[config.mk]
export PLATFORM = sky130hd
export DESIGN_NAME = peripheral_subsystem
export DESIGN_NICKNAME = d
export VERILOG_FILES = /design/src/logic/periph_pkg.sv /design/src/logic/periph_gpio.sv /design/src/logic/periph_plic.sv /design/src/logic/periph_timer.sv /design/src/logic/periph_xbar.sv /design/src/logic/peripheral_subsystem.sv
export SDC_FILE = /design/constraint.sdc
export NUM_CORES = 1
export LEC_CHECK = 0
export BUFFER_PORTS_ARGS = -buffer_cell sky130_fd_sc_hd__buf_2
export CORE_ASPECT_RATIO = 2
export CORE_MARGIN = 5
export CORE_UTILIZATION = 52
export DETAILED_ROUTE_END_ITERATION = 10
export PLACE_DENSITY = 0.79
export RECOVER_POWER = 100
export SLEW_MARGIN = 25
export SYNTH_ARGS = -nofsm -noshare
export SYNTH_HDL_FRONTEND = slang
export SYNTH_SLANG_ARGS = --single-unit
[constraint.sdc]
create_clock -name clk_i -period 1.95 [get_ports clk_i]
set_input_delay 0.0975 -clock clk_i [delete_from_list [all_inputs] [get_ports clk_i]]
set_output_delay 0.0975 -clock clk_i [all_outputs]
set_load 0.02 [all_outputs]
[src/logic/periph_pkg.sv]
// Shared sizes, address map and register offsets of the peripheral subsystem
// Bus, register access and address decode types

package periph_pkg;

  localparam int BUS_DW   = 32;
  localparam int GPIO_W   = 16;
  localparam int NEXT_INT = 4;

  // Id 0 reserved, 1..16 GPIO, 17 timer, 18..21 external
  localparam int NUM_SRC = 22;
  localparam int SRC_IDW = 5;

  localparam logic [15:0] PERIPH_TAG = 16'h2000;

  localparam logic [3:0] PLIC_IDX   = 4'd0;
  localparam logic [3:0] GPIO_IDX   = 4'd1;
  localparam logic [3:0] TIMER_IDX  = 4'd2;
  localparam logic [3:0] NUM_PERIPH = 4'd3;

  // Word offsets inside each peripheral
  localparam logic [3:0] PLIC_PENDING = 4'd0;
  localparam logic [3:0] PLIC_ENABLE  = 4'd1;
  localparam logic [3:0] PLIC_CLAIM   = 4'd2;
  localparam logic [3:0] PLIC_MSIP    = 4'd3;

  localparam logic [3:0] GPIO_IN    = 4'd0;
  localparam logic [3:0] GPIO_OUT   = 4'd1;
  localparam logic [3:0] GPIO_OE    = 4'd2;
  localparam logic [3:0] GPIO_INTEN = 4'd3;

  localparam logic [3:0] TMR_COUNT   = 4'd0;
  localparam logic [3:0] TMR_COMPARE = 4'd1;
  localparam logic [3:0] TMR_CTRL    = 4'd2;
  localparam logic [3:0] TMR_STATUS  = 4'd3;

  typedef struct packed {
    logic              req;
    logic              we;
    logic [31:0]       addr;
    logic [BUS_DW-1:0] wdata;
  } bus_req_t;

  typedef struct packed {
    logic              gnt;
    logic              rvalid;
    logic [BUS_DW-1:0] rdata;
  } bus_rsp_t;

  typedef struct packed {
    logic              valid;
    logic              write;
    logic [3:0]        offset;
    logic [BUS_DW-1:0] wdata;
  } reg_req_t;

  typedef struct packed {
    logic [15:0] tag;
    logic [3:0]  index;
    logic [5:0]  unused;
    logic [3:0]  offset;
    logic [1:0]  byte_off;
  } periph_addr_fields_t;

  // Same address word, raw or split into decode fields
  typedef union packed {
    logic [31:0]         raw;
    periph_addr_fields_t fld;
  } periph_addr_u;

endpackage

[src/logic/periph_gpio.sv]
// GPIO block with two-flop input synchronizer
// Output, output enable and level interrupt enable registers

`timescale 1ns/1ns

module periph_gpio (
  input  logic                              clk_i,
  input  logic                              rst_i,
  input  periph_pkg::reg_req_t              reg_req_i,
  input  logic                              sel_i,
  input  logic [periph_pkg::GPIO_W-1:0]     gpio_i,
  output logic [periph_pkg::BUS_DW-1:0]     rdata_o,
  output logic [periph_pkg::GPIO_W-1:0]     gpio_o,
  output logic [periph_pkg::GPIO_W-1:0]     gpio_oe_o,
  output logic [periph_pkg::GPIO_W-1:0]     gpio_intr_o
);

  logic [periph_pkg::GPIO_W-1:0] sync_q1;
  logic [periph_pkg::GPIO_W-1:0] sync_q2;
  logic [periph_pkg::GPIO_W-1:0] out_q;
  logic [periph_pkg::GPIO_W-1:0] oe_q;
  logic [periph_pkg::GPIO_W-1:0] inten_q;
  logic                          wr_en;

  assign wr_en = reg_req_i.valid && sel_i && reg_req_i.write;

  // Pins are asynchronous to clk_i
  always_ff @(posedge clk_i) begin
    if (rst_i) begin
      sync_q1 <= '0;
      sync_q2 <= '0;
    end else begin
      sync_q1 <= gpio_i;
      sync_q2 <= sync_q1;
    end
  end

  always_ff @(posedge clk_i) begin
    if (rst_i) begin
      out_q   <= '0;
      oe_q    <= '0;
      inten_q <= '0;
    end else if (wr_en) begin
      case (reg_req_i.offset)
        periph_pkg::GPIO_OUT:   out_q   <= reg_req_i.wdata[periph_pkg::GPIO_W-1:0];
        periph_pkg::GPIO_OE:    oe_q    <= reg_req_i.wdata[periph_pkg::GPIO_W-1:0];
        periph_pkg::GPIO_INTEN: inten_q <= reg_req_i.wdata[periph_pkg::GPIO_W-1:0];
        default: ;
      endcase
    end
  end

  always_comb begin
    case (reg_req_i.offset)
      periph_pkg::GPIO_IN:    rdata_o = periph_pkg::BUS_DW'(sync_q2);
      periph_pkg::GPIO_OUT:   rdata_o = periph_pkg::BUS_DW'(out_q);
      periph_pkg::GPIO_OE:    rdata_o = periph_pkg::BUS_DW'(oe_q);
      periph_pkg::GPIO_INTEN: rdata_o = periph_pkg::BUS_DW'(inten_q);
      default:                rdata_o = '0;
    endcase
  end

  assign gpio_o    = out_q;
  assign gpio_oe_o = oe_q;

  // Level interrupt per pin
  assign gpio_intr_o = sync_q2 & inten_q;

endmodule

[src/logic/periph_plic.sv]
// Level-triggered interrupt controller with claim and complete
// Lowest eligible source id wins, plus a software interrupt bit

`timescale 1ns/1ns

module periph_plic (
  input  logic                              clk_i,
  input  logic                              rst_i,
  input  periph_pkg::reg_req_t              reg_req_i,
  input  logic                              sel_i,
  input  logic [periph_pkg::NUM_SRC-1:0]    intr_src_i,
  output logic [periph_pkg::BUS_DW-1:0]     rdata_o,
  output logic                              irq_o,
  output logic                              msip_o
);

  logic [periph_pkg::NUM_SRC-1:0] pending;
  logic [periph_pkg::NUM_SRC-1:0] enable_q;
  logic [periph_pkg::NUM_SRC-1:0] in_prog_q;
  logic [periph_pkg::NUM_SRC-1:0] eligible;
  logic [periph_pkg::SRC_IDW-1:0] claim_id;
  logic [periph_pkg::SRC_IDW-1:0] cmpl_id;
  logic                           msip_q;
  logic                           wr_en;
  logic                           rd_en;

  // Id 0 never pends
  assign pending  = intr_src_i & ~periph_pkg::NUM_SRC'(1);
  assign eligible = pending & enable_q & ~in_prog_q;

  // Descending scan so the lowest id is the one left standing
  always_comb begin
    claim_id = '0;
    for (int i = periph_pkg::NUM_SRC - 1; i >= 1; i--) begin
      if (eligible[i]) begin
        claim_id = periph_pkg::SRC_IDW'(i);
      end
    end
  end

  assign wr_en   = reg_req_i.valid && sel_i && reg_req_i.write;
  assign rd_en   = reg_req_i.valid && sel_i && !reg_req_i.write;
  assign cmpl_id = reg_req_i.wdata[periph_pkg::SRC_IDW-1:0];

  always_ff @(posedge clk_i) begin
    if (rst_i) begin
      enable_q  <= '0;
      in_prog_q <= '0;
      msip_q    <= 1'b0;
    end else begin
      if (wr_en && reg_req_i.offset == periph_pkg::PLIC_ENABLE) begin
        enable_q <= reg_req_i.wdata[periph_pkg::NUM_SRC-1:0];
      end
      if (wr_en && reg_req_i.offset == periph_pkg::PLIC_MSIP) begin
        msip_q <= reg_req_i.wdata[0];
      end
      // Claim on read, complete on write
      if (rd_en && reg_req_i.offset == periph_pkg::PLIC_CLAIM && claim_id != '0) begin
        in_prog_q[claim_id] <= 1'b1;
      end
      if (wr_en && reg_req_i.offset == periph_pkg::PLIC_CLAIM
          && cmpl_id < periph_pkg::SRC_IDW'(periph_pkg::NUM_SRC)) begin
        in_prog_q[cmpl_id] <= 1'b0;
      end
    end
  end

  always_comb begin
    case (reg_req_i.offset)
      periph_pkg::PLIC_PENDING: rdata_o = periph_pkg::BUS_DW'(pending);
      periph_pkg::PLIC_ENABLE:  rdata_o = periph_pkg::BUS_DW'(enable_q);
      periph_pkg::PLIC_CLAIM:   rdata_o = periph_pkg::BUS_DW'(claim_id);
      periph_pkg::PLIC_MSIP:    rdata_o = periph_pkg::BUS_DW'(msip_q);
      default:                  rdata_o = '0;
    endcase
  end

  assign irq_o  = (claim_id != '0);
  assign msip_o = msip_q;

endmodule

[src/logic/periph_timer.sv]
// Free-running compare timer with sticky expiry flag
// CTRL holds run and interrupt enable, STATUS is write-one-to-clear

`timescale 1ns/1ns

module periph_timer (
  input  logic                              clk_i,
  input  logic                              rst_i,
  input  periph_pkg::reg_req_t              reg_req_i,
  input  logic                              sel_i,
  output logic [periph_pkg::BUS_DW-1:0]     rdata_o,
  output logic                              timer_intr_o
);

  logic [31:0] count_q;
  logic [31:0] compare_q;
  logic        run_q;
  logic        ie_q;
  logic        expired_q;
  logic        wr_en;
  logic        match;

  assign wr_en = reg_req_i.valid && sel_i && reg_req_i.write;
  assign match = run_q && (count_q == compare_q);

  // Counter load has priority over increment
  always_ff @(posedge clk_i) begin
    if (rst_i) begin
      count_q <= '0;
    end else if (wr_en && reg_req_i.offset == periph_pkg::TMR_COUNT) begin
      count_q <= reg_req_i.wdata;
    end else if (run_q) begin
      count_q <= count_q + 32'd1;
    end
  end

  always_ff @(posedge clk_i) begin
    if (rst_i) begin
      compare_q <= '0;
      run_q     <= 1'b0;
      ie_q      <= 1'b0;
    end else if (wr_en) begin
      if (reg_req_i.offset == periph_pkg::TMR_COMPARE) begin
        compare_q <= reg_req_i.wdata;
      end
      if (reg_req_i.offset == periph_pkg::TMR_CTRL) begin
        run_q <= reg_req_i.wdata[0];
        ie_q  <= reg_req_i.wdata[1];
      end
    end
  end

  // A match in the same cycle beats the clear
  always_ff @(posedge clk_i) begin
    if (rst_i) begin
      expired_q <= 1'b0;
    end else if (match) begin
      expired_q <= 1'b1;
    end else if (wr_en && reg_req_i.offset == periph_pkg::TMR_STATUS && reg_req_i.wdata[0]) begin
      expired_q <= 1'b0;
    end
  end

  always_comb begin
    case (reg_req_i.offset)
      periph_pkg::TMR_COUNT:   rdata_o = count_q;
      periph_pkg::TMR_COMPARE: rdata_o = compare_q;
      periph_pkg::TMR_CTRL:    rdata_o = {30'b0, ie_q, run_q};
      periph_pkg::TMR_STATUS:  rdata_o = {31'b0, expired_q};
      default:                 rdata_o = '0;
    endcase
  end

  assign timer_intr_o = expired_q && ie_q;

endmodule

[src/logic/periph_xbar.sv]
// Address decoder and demultiplexer from the bus port to the peripherals
// Registered read response path

`timescale 1ns/1ns

module periph_xbar (
  input  logic                                 clk_i,
  input  logic                                 rst_i,
  input  periph_pkg::bus_req_t                 bus_req_i,
  output periph_pkg::bus_rsp_t                 bus_rsp_o,
  output periph_pkg::reg_req_t                 reg_req_o,
  output logic                                 plic_sel_o,
  output logic                                 gpio_sel_o,
  output logic                                 tmr_sel_o,
  input  logic [periph_pkg::BUS_DW-1:0]        plic_rdata_i,
  input  logic [periph_pkg::BUS_DW-1:0]        gpio_rdata_i,
  input  logic [periph_pkg::BUS_DW-1:0]        tmr_rdata_i
);

  periph_pkg::periph_addr_u addr_u;

  logic                          hit;
  logic [periph_pkg::BUS_DW-1:0] rd_mux;
  logic                          rvalid_q;
  logic [periph_pkg::BUS_DW-1:0] rdata_q;

  assign addr_u.raw = bus_req_i.addr;

  // Only our tag and an existing index reach a peer
  assign hit = bus_req_i.req
             && (addr_u.fld.tag == periph_pkg::PERIPH_TAG)
             && (addr_u.fld.index < periph_pkg::NUM_PERIPH);

  assign plic_sel_o = hit && (addr_u.fld.index == periph_pkg::PLIC_IDX);
  assign gpio_sel_o = hit && (addr_u.fld.index == periph_pkg::GPIO_IDX);
  assign tmr_sel_o  = hit && (addr_u.fld.index == periph_pkg::TIMER_IDX);

  assign reg_req_o.valid  = hit;
  assign reg_req_o.write  = bus_req_i.we;
  assign reg_req_o.offset = addr_u.fld.offset;
  assign reg_req_o.wdata  = bus_req_i.wdata;

  always_comb begin
    rd_mux = '0;
    if (plic_sel_o) begin
      rd_mux = plic_rdata_i;
    end else if (gpio_sel_o) begin
      rd_mux = gpio_rdata_i;
    end else if (tmr_sel_o) begin
      rd_mux = tmr_rdata_i;
    end
  end

  always_ff @(posedge clk_i) begin
    if (rst_i) begin
      rvalid_q <= 1'b0;
    end else begin
      rvalid_q <= bus_req_i.req;
    end
  end

  // Writes and misses answer with zero
  always_ff @(posedge clk_i) begin
    if (rst_i) begin
      rdata_q <= '0;
    end else begin
      rdata_q <= bus_req_i.we ? '0 : rd_mux;
    end
  end

  assign bus_rsp_o.gnt    = bus_req_i.req;
  assign bus_rsp_o.rvalid = rvalid_q;
  assign bus_rsp_o.rdata  = rdata_q;

endmodule

[src/logic/peripheral_subsystem.sv]
// Peripheral subsystem top: crossbar, PLIC, GPIO and timer
// Interrupt source vector assembly

`timescale 1ns/1ns

module peripheral_subsystem (
  input  logic                              clk_i,
  input  logic                              rst_i,
  input  periph_pkg::bus_req_t              bus_req_i,
  output periph_pkg::bus_rsp_t              bus_rsp_o,
  input  logic [periph_pkg::NEXT_INT-1:0]   intr_ext_i,
  output logic                              irq_o,
  output logic                              msip_o,
  input  logic [periph_pkg::GPIO_W-1:0]     gpio_i,
  output logic [periph_pkg::GPIO_W-1:0]     gpio_o,
  output logic [periph_pkg::GPIO_W-1:0]     gpio_oe_o,
  output logic                              timer_intr_o
);

  periph_pkg::reg_req_t reg_req;

  logic                           plic_sel;
  logic                           gpio_sel;
  logic                           tmr_sel;
  logic [periph_pkg::BUS_DW-1:0]  plic_rdata;
  logic [periph_pkg::BUS_DW-1:0]  gpio_rdata;
  logic [periph_pkg::BUS_DW-1:0]  tmr_rdata;
  logic [periph_pkg::GPIO_W-1:0]  gpio_intr;
  logic [periph_pkg::NUM_SRC-1:0] intr_src;

  // Ids: 0 tied low, 1..16 GPIO, 17 timer, 18..21 external
  assign intr_src = {intr_ext_i, timer_intr_o, gpio_intr, 1'b0};

  periph_xbar xbar_i (
    .clk_i,
    .rst_i,
    .bus_req_i,
    .bus_rsp_o,
    .reg_req_o   (reg_req),
    .plic_sel_o  (plic_sel),
    .gpio_sel_o  (gpio_sel),
    .tmr_sel_o   (tmr_sel),
    .plic_rdata_i(plic_rdata),
    .gpio_rdata_i(gpio_rdata),
    .tmr_rdata_i (tmr_rdata)
  );

  periph_plic plic_i (
    .clk_i,
    .rst_i,
    .reg_req_i (reg_req),
    .sel_i     (plic_sel),
    .intr_src_i(intr_src),
    .rdata_o   (plic_rdata),
    .irq_o,
    .msip_o
  );

  periph_gpio gpio_i0 (
    .clk_i,
    .rst_i,
    .reg_req_i  (reg_req),
    .sel_i      (gpio_sel),
    .gpio_i,
    .rdata_o    (gpio_rdata),
    .gpio_o,
    .gpio_oe_o,
    .gpio_intr_o(gpio_intr)
  );

  periph_timer timer_i (
    .clk_i,
    .rst_i,
    .reg_req_i(reg_req),
    .sel_i    (tmr_sel),
    .rdata_o  (tmr_rdata),
    .timer_intr_o
  );

endmodule

* Word-level counts from Yosys, hierarchy flattened
Cells that the tools add are included.
** Storage, ports and cells
- Word-level logic and storage cells :: 111
- Output and inout port bits :: 69
- Bits in registers :: 225
- Input bits :: 88
** Cells by class
- Bitwise gates (word level) :: 7
- $lt $le $gt $ge :: 6
- Reduce and logical (&&, ||, !) cells :: 37
- Muxes and demuxes :: 38
- Add/sub/neg operators :: 1
- Equality and inequality tests :: 7
** Operators with widths (number)
- 32-bit two-way mux :: 5
- 32-bit case mux with 4 select lines :: 1
- 5-bit two-way mux :: 21
- 22-bit case mux with 4 select lines :: 1
- 22-bit bitwise AND :: 3
- 22-bit two-way mux :: 3
- 16-bit case mux with 4 select lines :: 1
- 22-bit NOT :: 2
- 32-bit by 1-bit adder with 32-bit output, second input constant :: 1
- 32-bit == test :: 1
- 1-bit logical AND :: 25
- 22-bit bitwise OR :: 1
- 16-bit bitwise AND :: 1
- 16-bit by 14-bit == test with 1-bit output, second input constant :: 1
- 4-bit by 2-bit == test with 1-bit output, second input constant :: 3
- 5-bit by 6-bit < comparator with 1-bit output, second input constant :: 2
- 1-bit demux with 5-bit select :: 2
- 5-bit by 1-bit >= comparator with 1-bit output, second input constant :: 2
- 2-bit AND reduction :: 5
- 4-bit by 1-bit == test with 1-bit output, second input constant :: 2
- 4-bit zero test :: 2
- 5-bit < comparator, second input constant :: 1
- 5-bit nonzero test :: 1
- 4-bit by 2-bit < comparator with 1-bit output, second input constant :: 1
- other kinds (4) :: 8

* Depth between registers and ports, before layout
Gate-level depths: netlist (run 1).
- Word-level depth :: 33
- Depth in mapped cells :: 9
- Gate-level depth less buffers :: 6

* Cells and area by module
A second synthesis (run 1) with hierarchy kept.
** Second synthesis, totals
- Cell total of the unflattened synthesis :: 1423
- Area, all modules :: 12109.1 um^2
** By module, submodules not included
- periph_timer :: times used 1, sequential area each 1341.3 um^2, cells an instance 469, area each 3816.2 um^2
- periph_gpio :: times used 1, sequential area each 1601.5 um^2, cells an instance 333, area each 3497.1 um^2
- periph_plic :: times used 1, sequential area each 880.8 um^2, cells an instance 374, area each 2700.1 um^2
- periph_xbar :: times used 1, sequential area each 660.6 um^2, cells an instance 246, area each 2092.0 um^2
- peripheral_subsystem :: times used 1, sequential area each 0.0 um^2, cells an instance 1, area each 3.8 um^2

* Worst setup path after synthesis (run 1)
OpenSTA, ideal clock, no wires.
- Path kind :: register to register
- Start :: register gpio_i0.inten_q[3] (netlist name)
- End :: register plic_i.in_prog_q[16] (netlist name)
- Path slack :: -0.039 ns
- Setup time :: 0.086 ns
- Clock period less this slack :: 1.989 ns
- Stages on the path, launching flop included :: 8
- Required time :: 1.864 ns
- Path buffers :: 1
- Arrival time :: 1.903 ns
- Cells stage by stage :: dfxtp_1 -> and4b_1 -> clkbuf_2 -> and4b_1 -> nand4_1 -> a2111oi_4 -> o211ai_2 -> a221oi_2
** Between the ends
- Word-level cells in the longest chain between the ends :: 16
- Elaborated cells on any way between the ends :: 19
- Classes of those cells :: order compare (2); mux (9); bitwise (5); reduce/logical (3)
** Ends and longest elaborated chain
- start, declared :: line periph_gpio.sv:22 : logic [periph_pkg::GPIO_W-1:0] inten_q;
- start signal, assigned :: line periph_gpio.sv:47 : periph_pkg::GPIO_INTEN: inten_q <= reg_req_i.wdata[periph_pkg::GPIO_W-1:0];
- 16-bit bitwise AND * :: line periph_gpio.sv:67 : assign gpio_intr_o = sync_q2 & inten_q;
- 22-bit bitwise AND * (2 in a row) :: line periph_plic.sv:29 : assign eligible = pending & enable_q & ~in_prog_q;
- 5-bit two-way mux * (4 in a row) :: line periph_plic.sv:35 : if (eligible[i]) begin
- 5-bit by 6-bit < comparator with 1-bit output (not written as such) / 5-bit by 1-bit >= comparator with 1-bit output (equally long branches) :: line periph_plic.sv:59 : in_prog_q[claim_id] <= 1'b1;
- 1-bit logical AND (not written as such) :: line periph_plic.sv:59
- 1-bit two-way mux (not written as such) :: line periph_plic.sv:59
- 1-bit demux with 5-bit select
- 22-bit bitwise OR (no source line)
- 22-bit two-way mux * :: line periph_plic.sv:58 : if (rd_en && reg_req_i.offset == periph_pkg::PLIC_CLAIM && claim_id != '0) begin
- 22-bit two-way mux * :: line periph_plic.sv:46 : if (rst_i) begin
- 22-bit bitwise AND (no source line)
- 22-bit two-way mux * :: line periph_plic.sv:61 : if (wr_en && reg_req_i.offset == periph_pkg::PLIC_CLAIM
- end signal, assigned :: line periph_plic.sv:48 : in_prog_q <= '0;
- end signal, assigned by index :: line periph_plic.sv:59
- end signal, assigned by index :: line periph_plic.sv:63 : in_prog_q[cmpl_id] <= 1'b0;
- end, declared :: line periph_plic.sv:19 : logic [periph_pkg::NUM_SRC-1:0] in_prog_q;
Mark *: on every way between the ends. The rest lies on a longest branch, timed or not. The select of a mux whose other input is x is not followed.
A chain may end at the register's enable or synchronous reset.

* Worst setup path after layout (run 1)
- Start :: register plic_i.in_prog_q[10] (netlist name)
- End :: output irq_o
** Between the ends
- Word-level cells in the longest chain between the ends :: 13
** Ends and longest elaborated chain
- 22-bit NOT :: line periph_plic.sv:29
- 22-bit bitwise AND :: line periph_plic.sv:29
- 5-bit two-way mux (10 in a row) :: line periph_plic.sv:35
- 5-bit nonzero test :: line periph_plic.sv:78 : assign irq_o = (claim_id != '0);
- end, declared :: line peripheral_subsystem.sv:12 : output logic irq_o,
No other way between the ends.

==> results.md, run 1 <==
* Root buf cell: clkbuf_16
* Worst Setup Path Type: register to primary output
* Total Wirelength at 41.7 mm
* Ports at 157
* Synthesized cell area at 10,700 um^2
* Yosys top cell area share at 41.8%
* Global-route wire length before repair at 62.0 mm
* Synth Instances at 1,248
* Final Cycle Share at 131%
* Cell Pwr Density at 625 nW/um^2
* Min-Delay Path Class: primary input to register
* Final critical-path setup slack at -0.597 ns
* Leakage at 0.00564 uW
* Synth top cells by count: nand2_1 (251), dfxtp_1 (224), a21oi_1 (121)
* Max Clock Skew at 0.0147 ns
* Die Wd at 112 um
* Final Max Slew Viols at 0
* Syn_nets at 1,337
* Final setup fails at 29
* Slew margin rel. at 50.3%
* Largest net degree at the start of global routing at 107
* Die area at 23,800 um^2
* Logic pwr share at 6.5%
* Fin util at 72.8%
* Area delta synth->final at 38.3%
* Net count, final at 1,708
* Final Hold Viols at 0
* Measured slew at the worst slew-check pin at 0.745 ns
* Fin crit period at 2.55 ns
* Worst EP required at 1.85 ns
* Crit start category: register
* CTS sink cnt at 224
* CP max FO at 3
* Top FF cell, synth: dfxtp_1
* Tot GR Track Use at 33.3%
* Status: finished, violations left
* Vias at 11,700
* Number of distinct library cells after synthesis at 72
* CTS tree: done
* P_sw at 2130 uW
* Most common cell in the netlist: nand2_1
* Antenna violation net count after detailed routing at 0
* Mean post-synth cell area at 8.59 um^2
* Gp weighted congestion at 1.08
* RSZ-0062 raised after global routing: yes
* Vias per cell at 6.14
* DR pass1 iterations at 6
* FP Rows at 74
* Finished Layout Cells at 1,898
* Gr ovfl total at 0
* Dpl ws at -0.298 ns
* Wire per inst at 22.0 um
* Number of port buffers at 148
* Seq/Total Area, Yosys at 41.8%
* Crit end category: primary output
* Initial antenna violation count at 1
* CTS clock-pin slew for the worst setup and hold paths at 0.07 ns
* Failing checks: negative setup slack
* Clock network power share at 43.7%
* Layout cells sized above 1 at 29.2%
* Sequential power share at 49.8%
* Core area at 20,400 um^2
* Sw frac at 23.0%
* Placed Instances at 1,791
* Warning count from the yosys run at 0
* Final setup TNS at -4.06 ns
* Post-synth ARST share at 0%
* CTS Buffer Depth at 3
* Placed wire-length estimate at 29.2 mm
* Worst-case vdd ir drop at 658 uV
* Int Power at 7150 uW
* Max Freq at 0.393 GHz
* Vias in the first global route at 11,500
* Die Ht at 213 um
* Initial DRC count at 1,065
* Num CTS Buffers at 20
* Starting Density at 52.6%
* Total of max-cap violations at 0
* Drt drc at 0
* H-tree depth at 1
* Leading area contributor after synthesis: dfxtp_1
* WP data arrival at 2.45 ns
* Largest cells by area after synthesis: dfxtp_1 (42%), nand2_1 (8.8%), a21oi_1 (5.6%)
* Clk Latency, worst-skew pair at 0.51 ns
* Synthesis-stage register bit count at 224
* EDFF count, synth at 0
## cell type report
| type | count | area [um^2] |
|---|---|---|
| antenna | 1 | 2.50 |
| multi-input combinational | 924 | 6220 |
| fill | 1503 | 5540 |
| tap | 266 | 333 |
| clock buffer | 27 | 557 |
| timing repair buffer | 436 | 3060 |
| inverter | 13 | 48.8 |
| clock inverter | 7 | 101 |
| sequential | 224 | 4510 |
## stage by stage
stage | hold slack, ns | area, um^2 | power, uW
finish | 0.00998 | 14800 | 9280
global route | 0.0245 | 14800 | 9530
CTS | 0.00702 | 14600 | 9270
detailed placement | 0.311 | 13200 | 5240
global placement | 0.305 | 13200 | 5230
floorplan | 0.226 | 10700 | 4960
## power by group through the flow
| stage | clock [uW] | combinational (uW) | sequential (uW) |
|---|---|---|---|
| 3_5_place_dp | 0 | 513 | 4720 |
| 3_3_place_gp | 0 | 509 | 4720 |
| 6_report | 4060 | 603 | 4620 |
| 5_1_grt | 4270 | 638 | 4620 |
| 2_1_floorplan | 0 | 237 | 4720 |
| 4_1_cts | 4070 | 587 | 4620 |
## state kept, by name (all words and copies together), names as in the netlist
| name | flops |
|---|---|
| timer_i.run_q | 1 |
| timer_i.ie_q | 1 |
| xbar_i.rdata_q | 32 |
| plic_i.msip_o | 1 |
| gpio_i0.sync_q2 | 16 |
| xbar_i.rvalid_q | 1 |
| plic_i.enable_q | 22 |
| gpio_i0.gpio_o | 16 |
| timer_i.compare_q | 32 |
| timer_i.expired_q | 1 |
| gpio_i0.sync_q1 | 16 |
| timer_i.count_q | 32 |
| plic_i.in_prog_q | 21 |
| gpio_i0.inten_q | 16 |
| gpio_i0.gpio_oe_o | 16 |
## cell usage in the layout, fill, tap and decap left out, types with 9 or more instances in the layout
master	n
clkbuf_1	79
o21ai_0	9
a31oi_1	11
and2_1	15
a211oi_1	35
o22ai_1	11
buf_6	17
and4b_1	11
nand3_1	13
nand4_1	31
mux2i_1	18
nand2_1	250
inv_1	13
dfxtp_1	203
nor2b_1	43
xor2_1	19
buf_4	203
a22oi_1	14
clkbuf_16	20
nand4b_1	15
mux4_2	25
nor2_1	82
dfxtp_2	20
dlygate4sd3_1	45
nor3_1	11
a21oi_1	117
buf_2	75
xnor2_1	38
## kinds of logic after synthesis
| kind of cell | synth area share, % |
|---|---|
| buf+inv | 3.89 |
| compound gates | 15.1 |
| flops | 41.8 |
| mux | 7.77 |
| fa+ha+maj | 0.117 |
| simple gates | 26.2 |
| xor+xnor | 5.06 |
## critical path: stages, from the launching register on
cell and delay (ns):
dfxtp_2 0.33, nand4b_1 0.22, buf_4 0.18, and4_4 0.18, o41ai_2 0.30, buf_4 0.17, nor2_2 0.04, a211o_1 0.35
buf_6 0.16
## what timing repair did
action / 4_1_cts / 5_1_grt
hold endpoints to repair: 124 / 0
gates resized for setup: 66 / 64
setup endpoints to repair: 34 / 40
hold buffers: 45 / 0
setup buffers: 10 / 23
pin swaps: 41 / 49
## metal layers
layer | routed length, um | share of wire (%) | global-route usage, % | vias to the layer above
li1 | - | - | - | 5176
met1 | 13500 | 32 | 33.7 | 5492
met2 | 21500 | 52 | 61.4 | 738
met3 | 2810 | 6.7 | 4.03 | 251
met4 | 3910 | 9.4 | 25.7 | 0
met5 | 0 | 0 | 0 | -
## worst paths after layout
path	from	to	slack [ns]	cells after the start
worst max-delay path	plic_i.in_prog_q[10]$_SDFF_PP0_	irq_o	-0.60	8
worst min-delay path	bus_req_i[0]	gpio_i0.gpio_o[0]$_SDFFE_PP0P_	0.01	3
worst max register to register	plic_i.in_prog_q[10]$_SDFF_PP0_	plic_i.in_prog_q[19]$_SDFF_PP0_	-0.31	10
worst min register to register	gpio_i0.sync_q1[4]$_SDFF_PP0_	gpio_i0.sync_q2[4]$_SDFF_PP0_	0.43	1
No activity file was read; power rests on OpenSTA's default activity.
==> inputs of run 2 (changes only) <==
Settings changed: CORE_MARGIN 5 to 2, SETUP_SLACK_MARGIN set to 0.15.
==> results.md, run 2 (synthesis gave the netlist of run 1 again) <==
* Final Hold Viols at 0 (unchanged)
* Worst Setup Path Type: register to primary output
* WP data arrival at 2.51 ns (+0.06 ns)
* Core area at 20,400 um^2 (unchanged)
* WL met3 at 2.92 mm (+4.1%)
* Final Max Slew Viols at 0 (unchanged)
* Ports at 157 (unchanged)
* Vias per cell at 6.11 (-0.52%)
* Die Wd at 106 um (-5.4%)
* H-tree depth at 1 (unchanged)
* Placed wire-length estimate at 28.7 mm (-1.9%)
* Final critical-path setup slack at -0.657 ns (-0.0600 ns)
* Hold Crit Start: bus_req_i[0]
* DR pass1 iterations at 5 (-1)
* CTS tree: done
* Wire per inst at 22.2 um (+1.1%)
* Vias at 11,600 (-0.31%)
* Net count, final at 1,711 (+0.18%)
* Gp weighted congestion at 1.08 (-0.53%)
* CTS clock-pin slew for the worst setup and hold paths at 0.07 ns (about the same)
* Root buf cell: clkbuf_16
* Num CTS Buffers at 20 (unchanged)
* CTS sink cnt at 224 (unchanged)
* Origin of the worst setup path: plic_i.enable_q[18]$_SDFFE_PP0P_
* Dpl ws at -0.559 ns (-0.260 ns)
* Antenna cells at 0 (-1)
* Initial antenna violation count at 0 (-1)
* Vias in the first global route at 11,600 (+0.93%)
* Layout cells sized above 1 at 31.8% (+2.5 points)
* CP max FO at 4 (+1)
* Commonest non-fill, non-tap cell in the layout: nand2_1
* Crit start category: register
* Area delta synth->final at 41.4%
* DR top layer: met4
* Reg2Reg Launch Point: plic_i.in_prog_q[14]$_SDFF_PP0_
* Fin crit period at 2.61 ns (+0.0600 ns)
* Measured slew at the worst slew-check pin at 0.784 ns (+0.0385 ns)
* Die Ht at 207 um (-2.8%)
* Gr ovfl total at 0 (unchanged)
* Antenna violation net count after detailed routing at 0 (unchanged)
* Final setup TNS at -6.23 ns (-2.17 ns)
* WP depth at 8 (unchanged)
* Leakage at 0.00573 uW (+1.6%)
* Worst EP required at 1.85 ns (about the same)
* Total Wirelength at 42.3 mm (+1.4%)
* Crit end category: primary output
* Max Freq at 0.384 GHz (-2.3%)
* Hold Path Depth at 3 (unchanged)
* Largest net degree at the start of global routing at 154 (+44%)
* WL met2 at 21.2 mm (-1.2%)
* Worst-case vdd ir drop at 636 uV (-3.3%)
* Number of port buffers at 148 (unchanged)
* Starting Density at 52.6% (unchanged)
* Total of max-cap violations at 0 (unchanged)
* PnR Total Power at 9380 uW (+1.1%)
* Routed met1 length at 13.8 mm (+1.9%)
* CTS Buffer Depth at 3 (unchanged)
* Crit-path slowest cell: dfxtp_1
* Most frequent cells in the layout: nand2_1 (247), dfxtp_1 (198), buf_4 (196)
* Min-Delay Path Class: primary input to register
* Slew margin rel. at 47.8% (-2.6 points)
* Status: finished, violations left
* Dpl cell area at 13,200 um^2 (+0.66%)
* Clk Latency, worst-skew pair at 0.52 ns (about the same)
* Fin Hold WS at 0.00709 ns (-0.00289 ns)
* Drt drc at 0 (unchanged)
* Final Cycle Share at 134% (+3.1 points)
* Crit path max-delay family: compound AO/OA/AOI/OAI gates
* Max Clock Skew at 0.0194 ns (+0.00469 ns)
* FP Rows at 74 (unchanged)
* Largest regs: timer_i.compare_q (32), timer_i.count_q (32), xbar_i.rdata_q (32)
* Cell Pwr Density at 619 nW/um^2 (-1.1%)
* Worst reg2reg path depth at 14 (+4)
* Global-route wire length before repair at 62.1 mm (+0.15%)
* Die area at 21,900 um^2 (-8.0%)
* Failing checks: negative setup slack
* Crit path buffers/inverters at 2 (-1)
* Crit-path cells: nand3b_1 -> o21ai_1 -> o21ai_2 -> buf_4 -> a211oi_2 -> o21ai_1 -> a211o_1 -> buf_6
* Tot GR Track Use at 36.5% (+3.2 points)
* Slowest Stage Delay on Critical Path at 0.38 ns (+0.03 ns)
* Initial DRC count at 907 (-15%)
* RSZ-0062 raised after global routing: yes
* Design Area, Final at 15,200 um^2 (+2.2%)
* Final setup fails at 27 (-6.9%)
* Cell mode on critical path: o21ai_1
run 2: cell types whose count changed in the layout (fill, tap and decap cells not counted), sizes merged:
cell / before / now
clkinv: 3 / 4
buf: 303 / 306
diode: 1 / 0
inv: 13 / 15
clkinvlp: 2 / 4
clkbuf: 115 / 112
run 2: metal layers:
layer  track usage (%)  vias up
met5                 0        -
met4              27.8        0
met3              5.03      286
met2              65.5      714
met1              37.5     5439
li1                  -     5182
run 2: path summary, 6_finish.rpt:
check,slack [ns],to
hold / removal,0.007,plic_i.enable_q[0]$_SDFFE_PP0P_
setup / recovery,-0.66,irq_o
hold reg to reg,0.44,gpio_i0.sync_q2[6]$_SDFF_PP0_
setup reg to reg,-0.58,plic_i.in_prog_q[12]$_SDFF_PP0_
run 2: metrics by stage:
| step | std cells | util, % |
|---|---|---|
| 5_1_grt | 1902 | 74.4 |
| 6_report | 1902 | 74.4 |
| 2_1_floorplan | 1248 | - |
| 3_5_place_dp | 1794 | 65.0 |
| 4_1_cts | 1894 | 72.9 |
| 3_3_place_gp | 1794 | 65.0 |
run 2: final cells by class:
cell class / instances / area, um^2
Clock inverter: 12 / 143
Clock buffer: 24 / 536
Inverter: 13 / 48.8
Timing Repair Buffer: 439 / 3130
Tap cell: 266 / 333
Multi-Input combinational cell: 924 / 6440
Sequential cell: 224 / 4520
Fill cell: 1428 / 5210
run 2: power by group:
group	internal, uW	switching, uW
sequential	4600	13.8
clock	2270	1880
combinational	262	350
total	7130	2250
run 2: repair_timing:
action	in CTS	in global routing
setup buffers	19	8
resized for setup	97	97
hold buffers	45	0
pin swaps	31	50
setup endpoints to repair	47	58
endpoints found under the hold margin	125	0
run 2: worst reg2reg max path, stage by stage, from the launching register on:
cell and delay, ns:
dfxtp_2 0.34, nand4b_1 0.17, buf_4 0.14, nand4_1 0.15
o2111a_2 0.34, nor3b_2 0.24, buf_4 0.16, buf_6 0.09
buf_6 0.08, buf_6 0.08, buf_6 0.08, buf_6 0.08
buf_6 0.11, o211ai_1 0.11, a221oi_1 0.28
==> inputs of run 3 (changes only) <==
Settings changed: TNS_END_PERCENT set to 10.
==> results.md, run 3 (synthesis gave the netlist of run 1 again) <==
* Gp weighted congestion at 1.02 (-4.9%)
* Fin crit period at 2.52 ns (-0.0868 ns)
* Drt drc at 0 (unchanged)
* Ports at 157 (unchanged)
* Largest regs: timer_i.compare_q (32), timer_i.count_q (32), xbar_i.rdata_q (32)
* Die Ht at 207 um (unchanged)
* CTS clock-pin slew for the worst setup and hold paths at 0.07 ns (about the same)
* Commonest non-fill, non-tap cell in the layout: nand2_1
* FP Rows at 74 (unchanged)
* GR peak layer: met2
* Final setup fails at 188 (+600%)
* CP max FO at 4 (unchanged)
* WP data arrival at 2.42 ns (-0.09 ns)
* Initial antenna violation count at 0 (unchanged)
* Antenna cells at 0 (unchanged)
* Dpl ws at -0.289 ns (+0.270 ns)
* Die area at 21,900 um^2 (unchanged)
* Vias at 11,400 (-1.9%)
* Vias per cell at 6.04 (-1.1%)
* GR Layer Usage met2 at 63.3% (-2.2 points)
* Clk Latency, worst-skew pair at 0.52 ns (about the same)
* Worst-case vdd ir drop at 1080 uV (+70%)
* Most frequent cells in the layout: nand2_1 (250), buf_4 (205), dfxtp_1 (196)
* Antenna violation net count after detailed routing at 0 (unchanged)
* Placed wire-length estimate at 28.4 mm (-0.89%)
* Die Wd at 106 um (unchanged)
* Dpl cell area at 13,200 um^2 (-0.29%)
* CTS Buffer Depth at 3 (unchanged)
* Final Cycle Share at 129% (-4.5 points)
* Worst EP required at 1.85 ns (about the same)
* Layout cells sized above 1 at 28.8% (-3.0 points)
* CTS sink cnt at 224 (unchanged)
* Num CTS Buffers at 21 (+5.0%)
* Initial DRC count at 949 (+4.6%)
* Net count, final at 1,695 (-0.94%)
* Total Wirelength at 40.1 mm (-5.3%)
* DR pass1 iterations at 6 (+1)
* RSZ-0062 raised after global routing: yes
* Design Area, Final at 14,700 um^2 (-2.9%)
* Number of port buffers at 148 (unchanged)
* Global-route wire length before repair at 61.0 mm (-1.7%)
* Min-Delay Path Class: primary input to register
* Worst Setup Path Type: register to primary output
* PnR Total Power at 9830 uW (+4.8%)
* Fin Hold WS at 0.0452 ns (+0.0381 ns)
* Final Max Slew Viols at 0 (unchanged)
* Final Hold Viols at 0 (unchanged)
* Core area at 20,400 um^2 (unchanged)
* Status: finished, violations left
* Measured slew at the worst slew-check pin at 1.40 ns (+0.619 ns)
* Crit end category: primary output
* CTS tree: done
* H-tree depth at 1 (unchanged)
* Wire per inst at 21.2 um (-4.6%)
* Vias in the first global route at 11,500 (-0.74%)
* Worst reg2reg setup slack at -0.22 ns (+0.36 ns)
* Final critical-path setup slack at -0.570 ns (+0.0868 ns)
* Max Freq at 0.397 GHz (+3.4%)
* Met1 Usage GRT at 37.0% (-0.54 points)
* Starting Density at 52.6% (unchanged)
* Failing checks: negative setup slack
* GR Util met3 at 5.19% (+0.16 points)
* Slew margin rel. at 6.52% (-41 points)
* Largest net degree at the start of global routing at 185 (+20%)
* Root buf cell: clkbuf_16
* Leakage at 0.00553 uW (-3.5%)
* Area delta synth->final at 37.3%
* Tot GR Track Use at 35.9% (-0.63 points)
* Gr ovfl total at 0 (unchanged)
* Total of max-cap violations at 0 (unchanged)
* Crit start category: register
* Cell Pwr Density at 668 nW/um^2 (+8.0%)
* Max Clock Skew at 0.0143 ns (-0.00509 ns)
run 3: critical path: stages, from the launching register on:
cell      delay (ns)
dfxtp_2         0.34
nand4b_1        0.30
nand3_1         0.19
a21oi_2         0.08
buf_4           0.16
a211oi_4        0.26
o21ai_1         0.11
a211o_1         0.30
buf_6           0.15
run 3: cell type report:
cell class / instances / area (um^2)
clock buffers: 26 / 564
clock inverters: 12 / 203
fillers: 1543 / 5650
inverters: 13 / 48.8
multi-input cells: 924 / 6100
flip-flops and latches: 224 / 4520
well taps: 266 / 333
repair buffers: 422 / 2940
run 3: power breakdown:
group | leakage, uW | total, uW | internal, uW | switching [uW]
clock network | 0.000361 | 4600 | 2740 | 1860
registers | 0.00183 | 4620 | 4600 | 15.1
logic | 0.00335 | 612 | 267 | 345
run 3: repair_timing:
item | 4_1_cts | 5_1_grt
endpoints found under the hold margin | 134 | 0
buffers inserted | 5 | 4
hold buffers | 48 | 0
pin swaps | 36 | 27
gates resized for setup | 74 | 28
setup endpoints to repair | 45 | 65
run 3: worst paths after layout:
check,cells after the start,from,end
setup / recovery,8,plic_i.in_prog_q[10]$_SDFF_PP0_,irq_o
hold reg to reg,1,gpio_i0.sync_q1[14]$_SDFF_PP0_,gpio_i0.sync_q2[14]$_SDFF_PP0_
setup reg to reg,7,gpio_i0.sync_q2[10]$_SDFF_PP0_,plic_i.in_prog_q[7]$_SDFF_PP0_
hold / removal,4,bus_req_i[1],plic_i.enable_q[1]$_SDFFE_PP0P_
run 3: metal layers:
layer | part of all wire, % | up-vias
met2 | 51 | 610
li1 | - | 5152
met5 | 0 | -
met1 | 33 | 5432
met3 | 6.3 | 207
met4 | 9.1 | 0
run 3: per-stage QoR:
step                      utilization (%)  setup TNS (ns)  std cells
after floorplan                         -               0       1248
after global placement               64.8          -14.45       1792
after detailed placement             64.8          -17.04       1792
after CTS                            72.2           -2.17       1883
after global routing                 72.2          -42.61       1887
final                                72.2          -29.67       1887
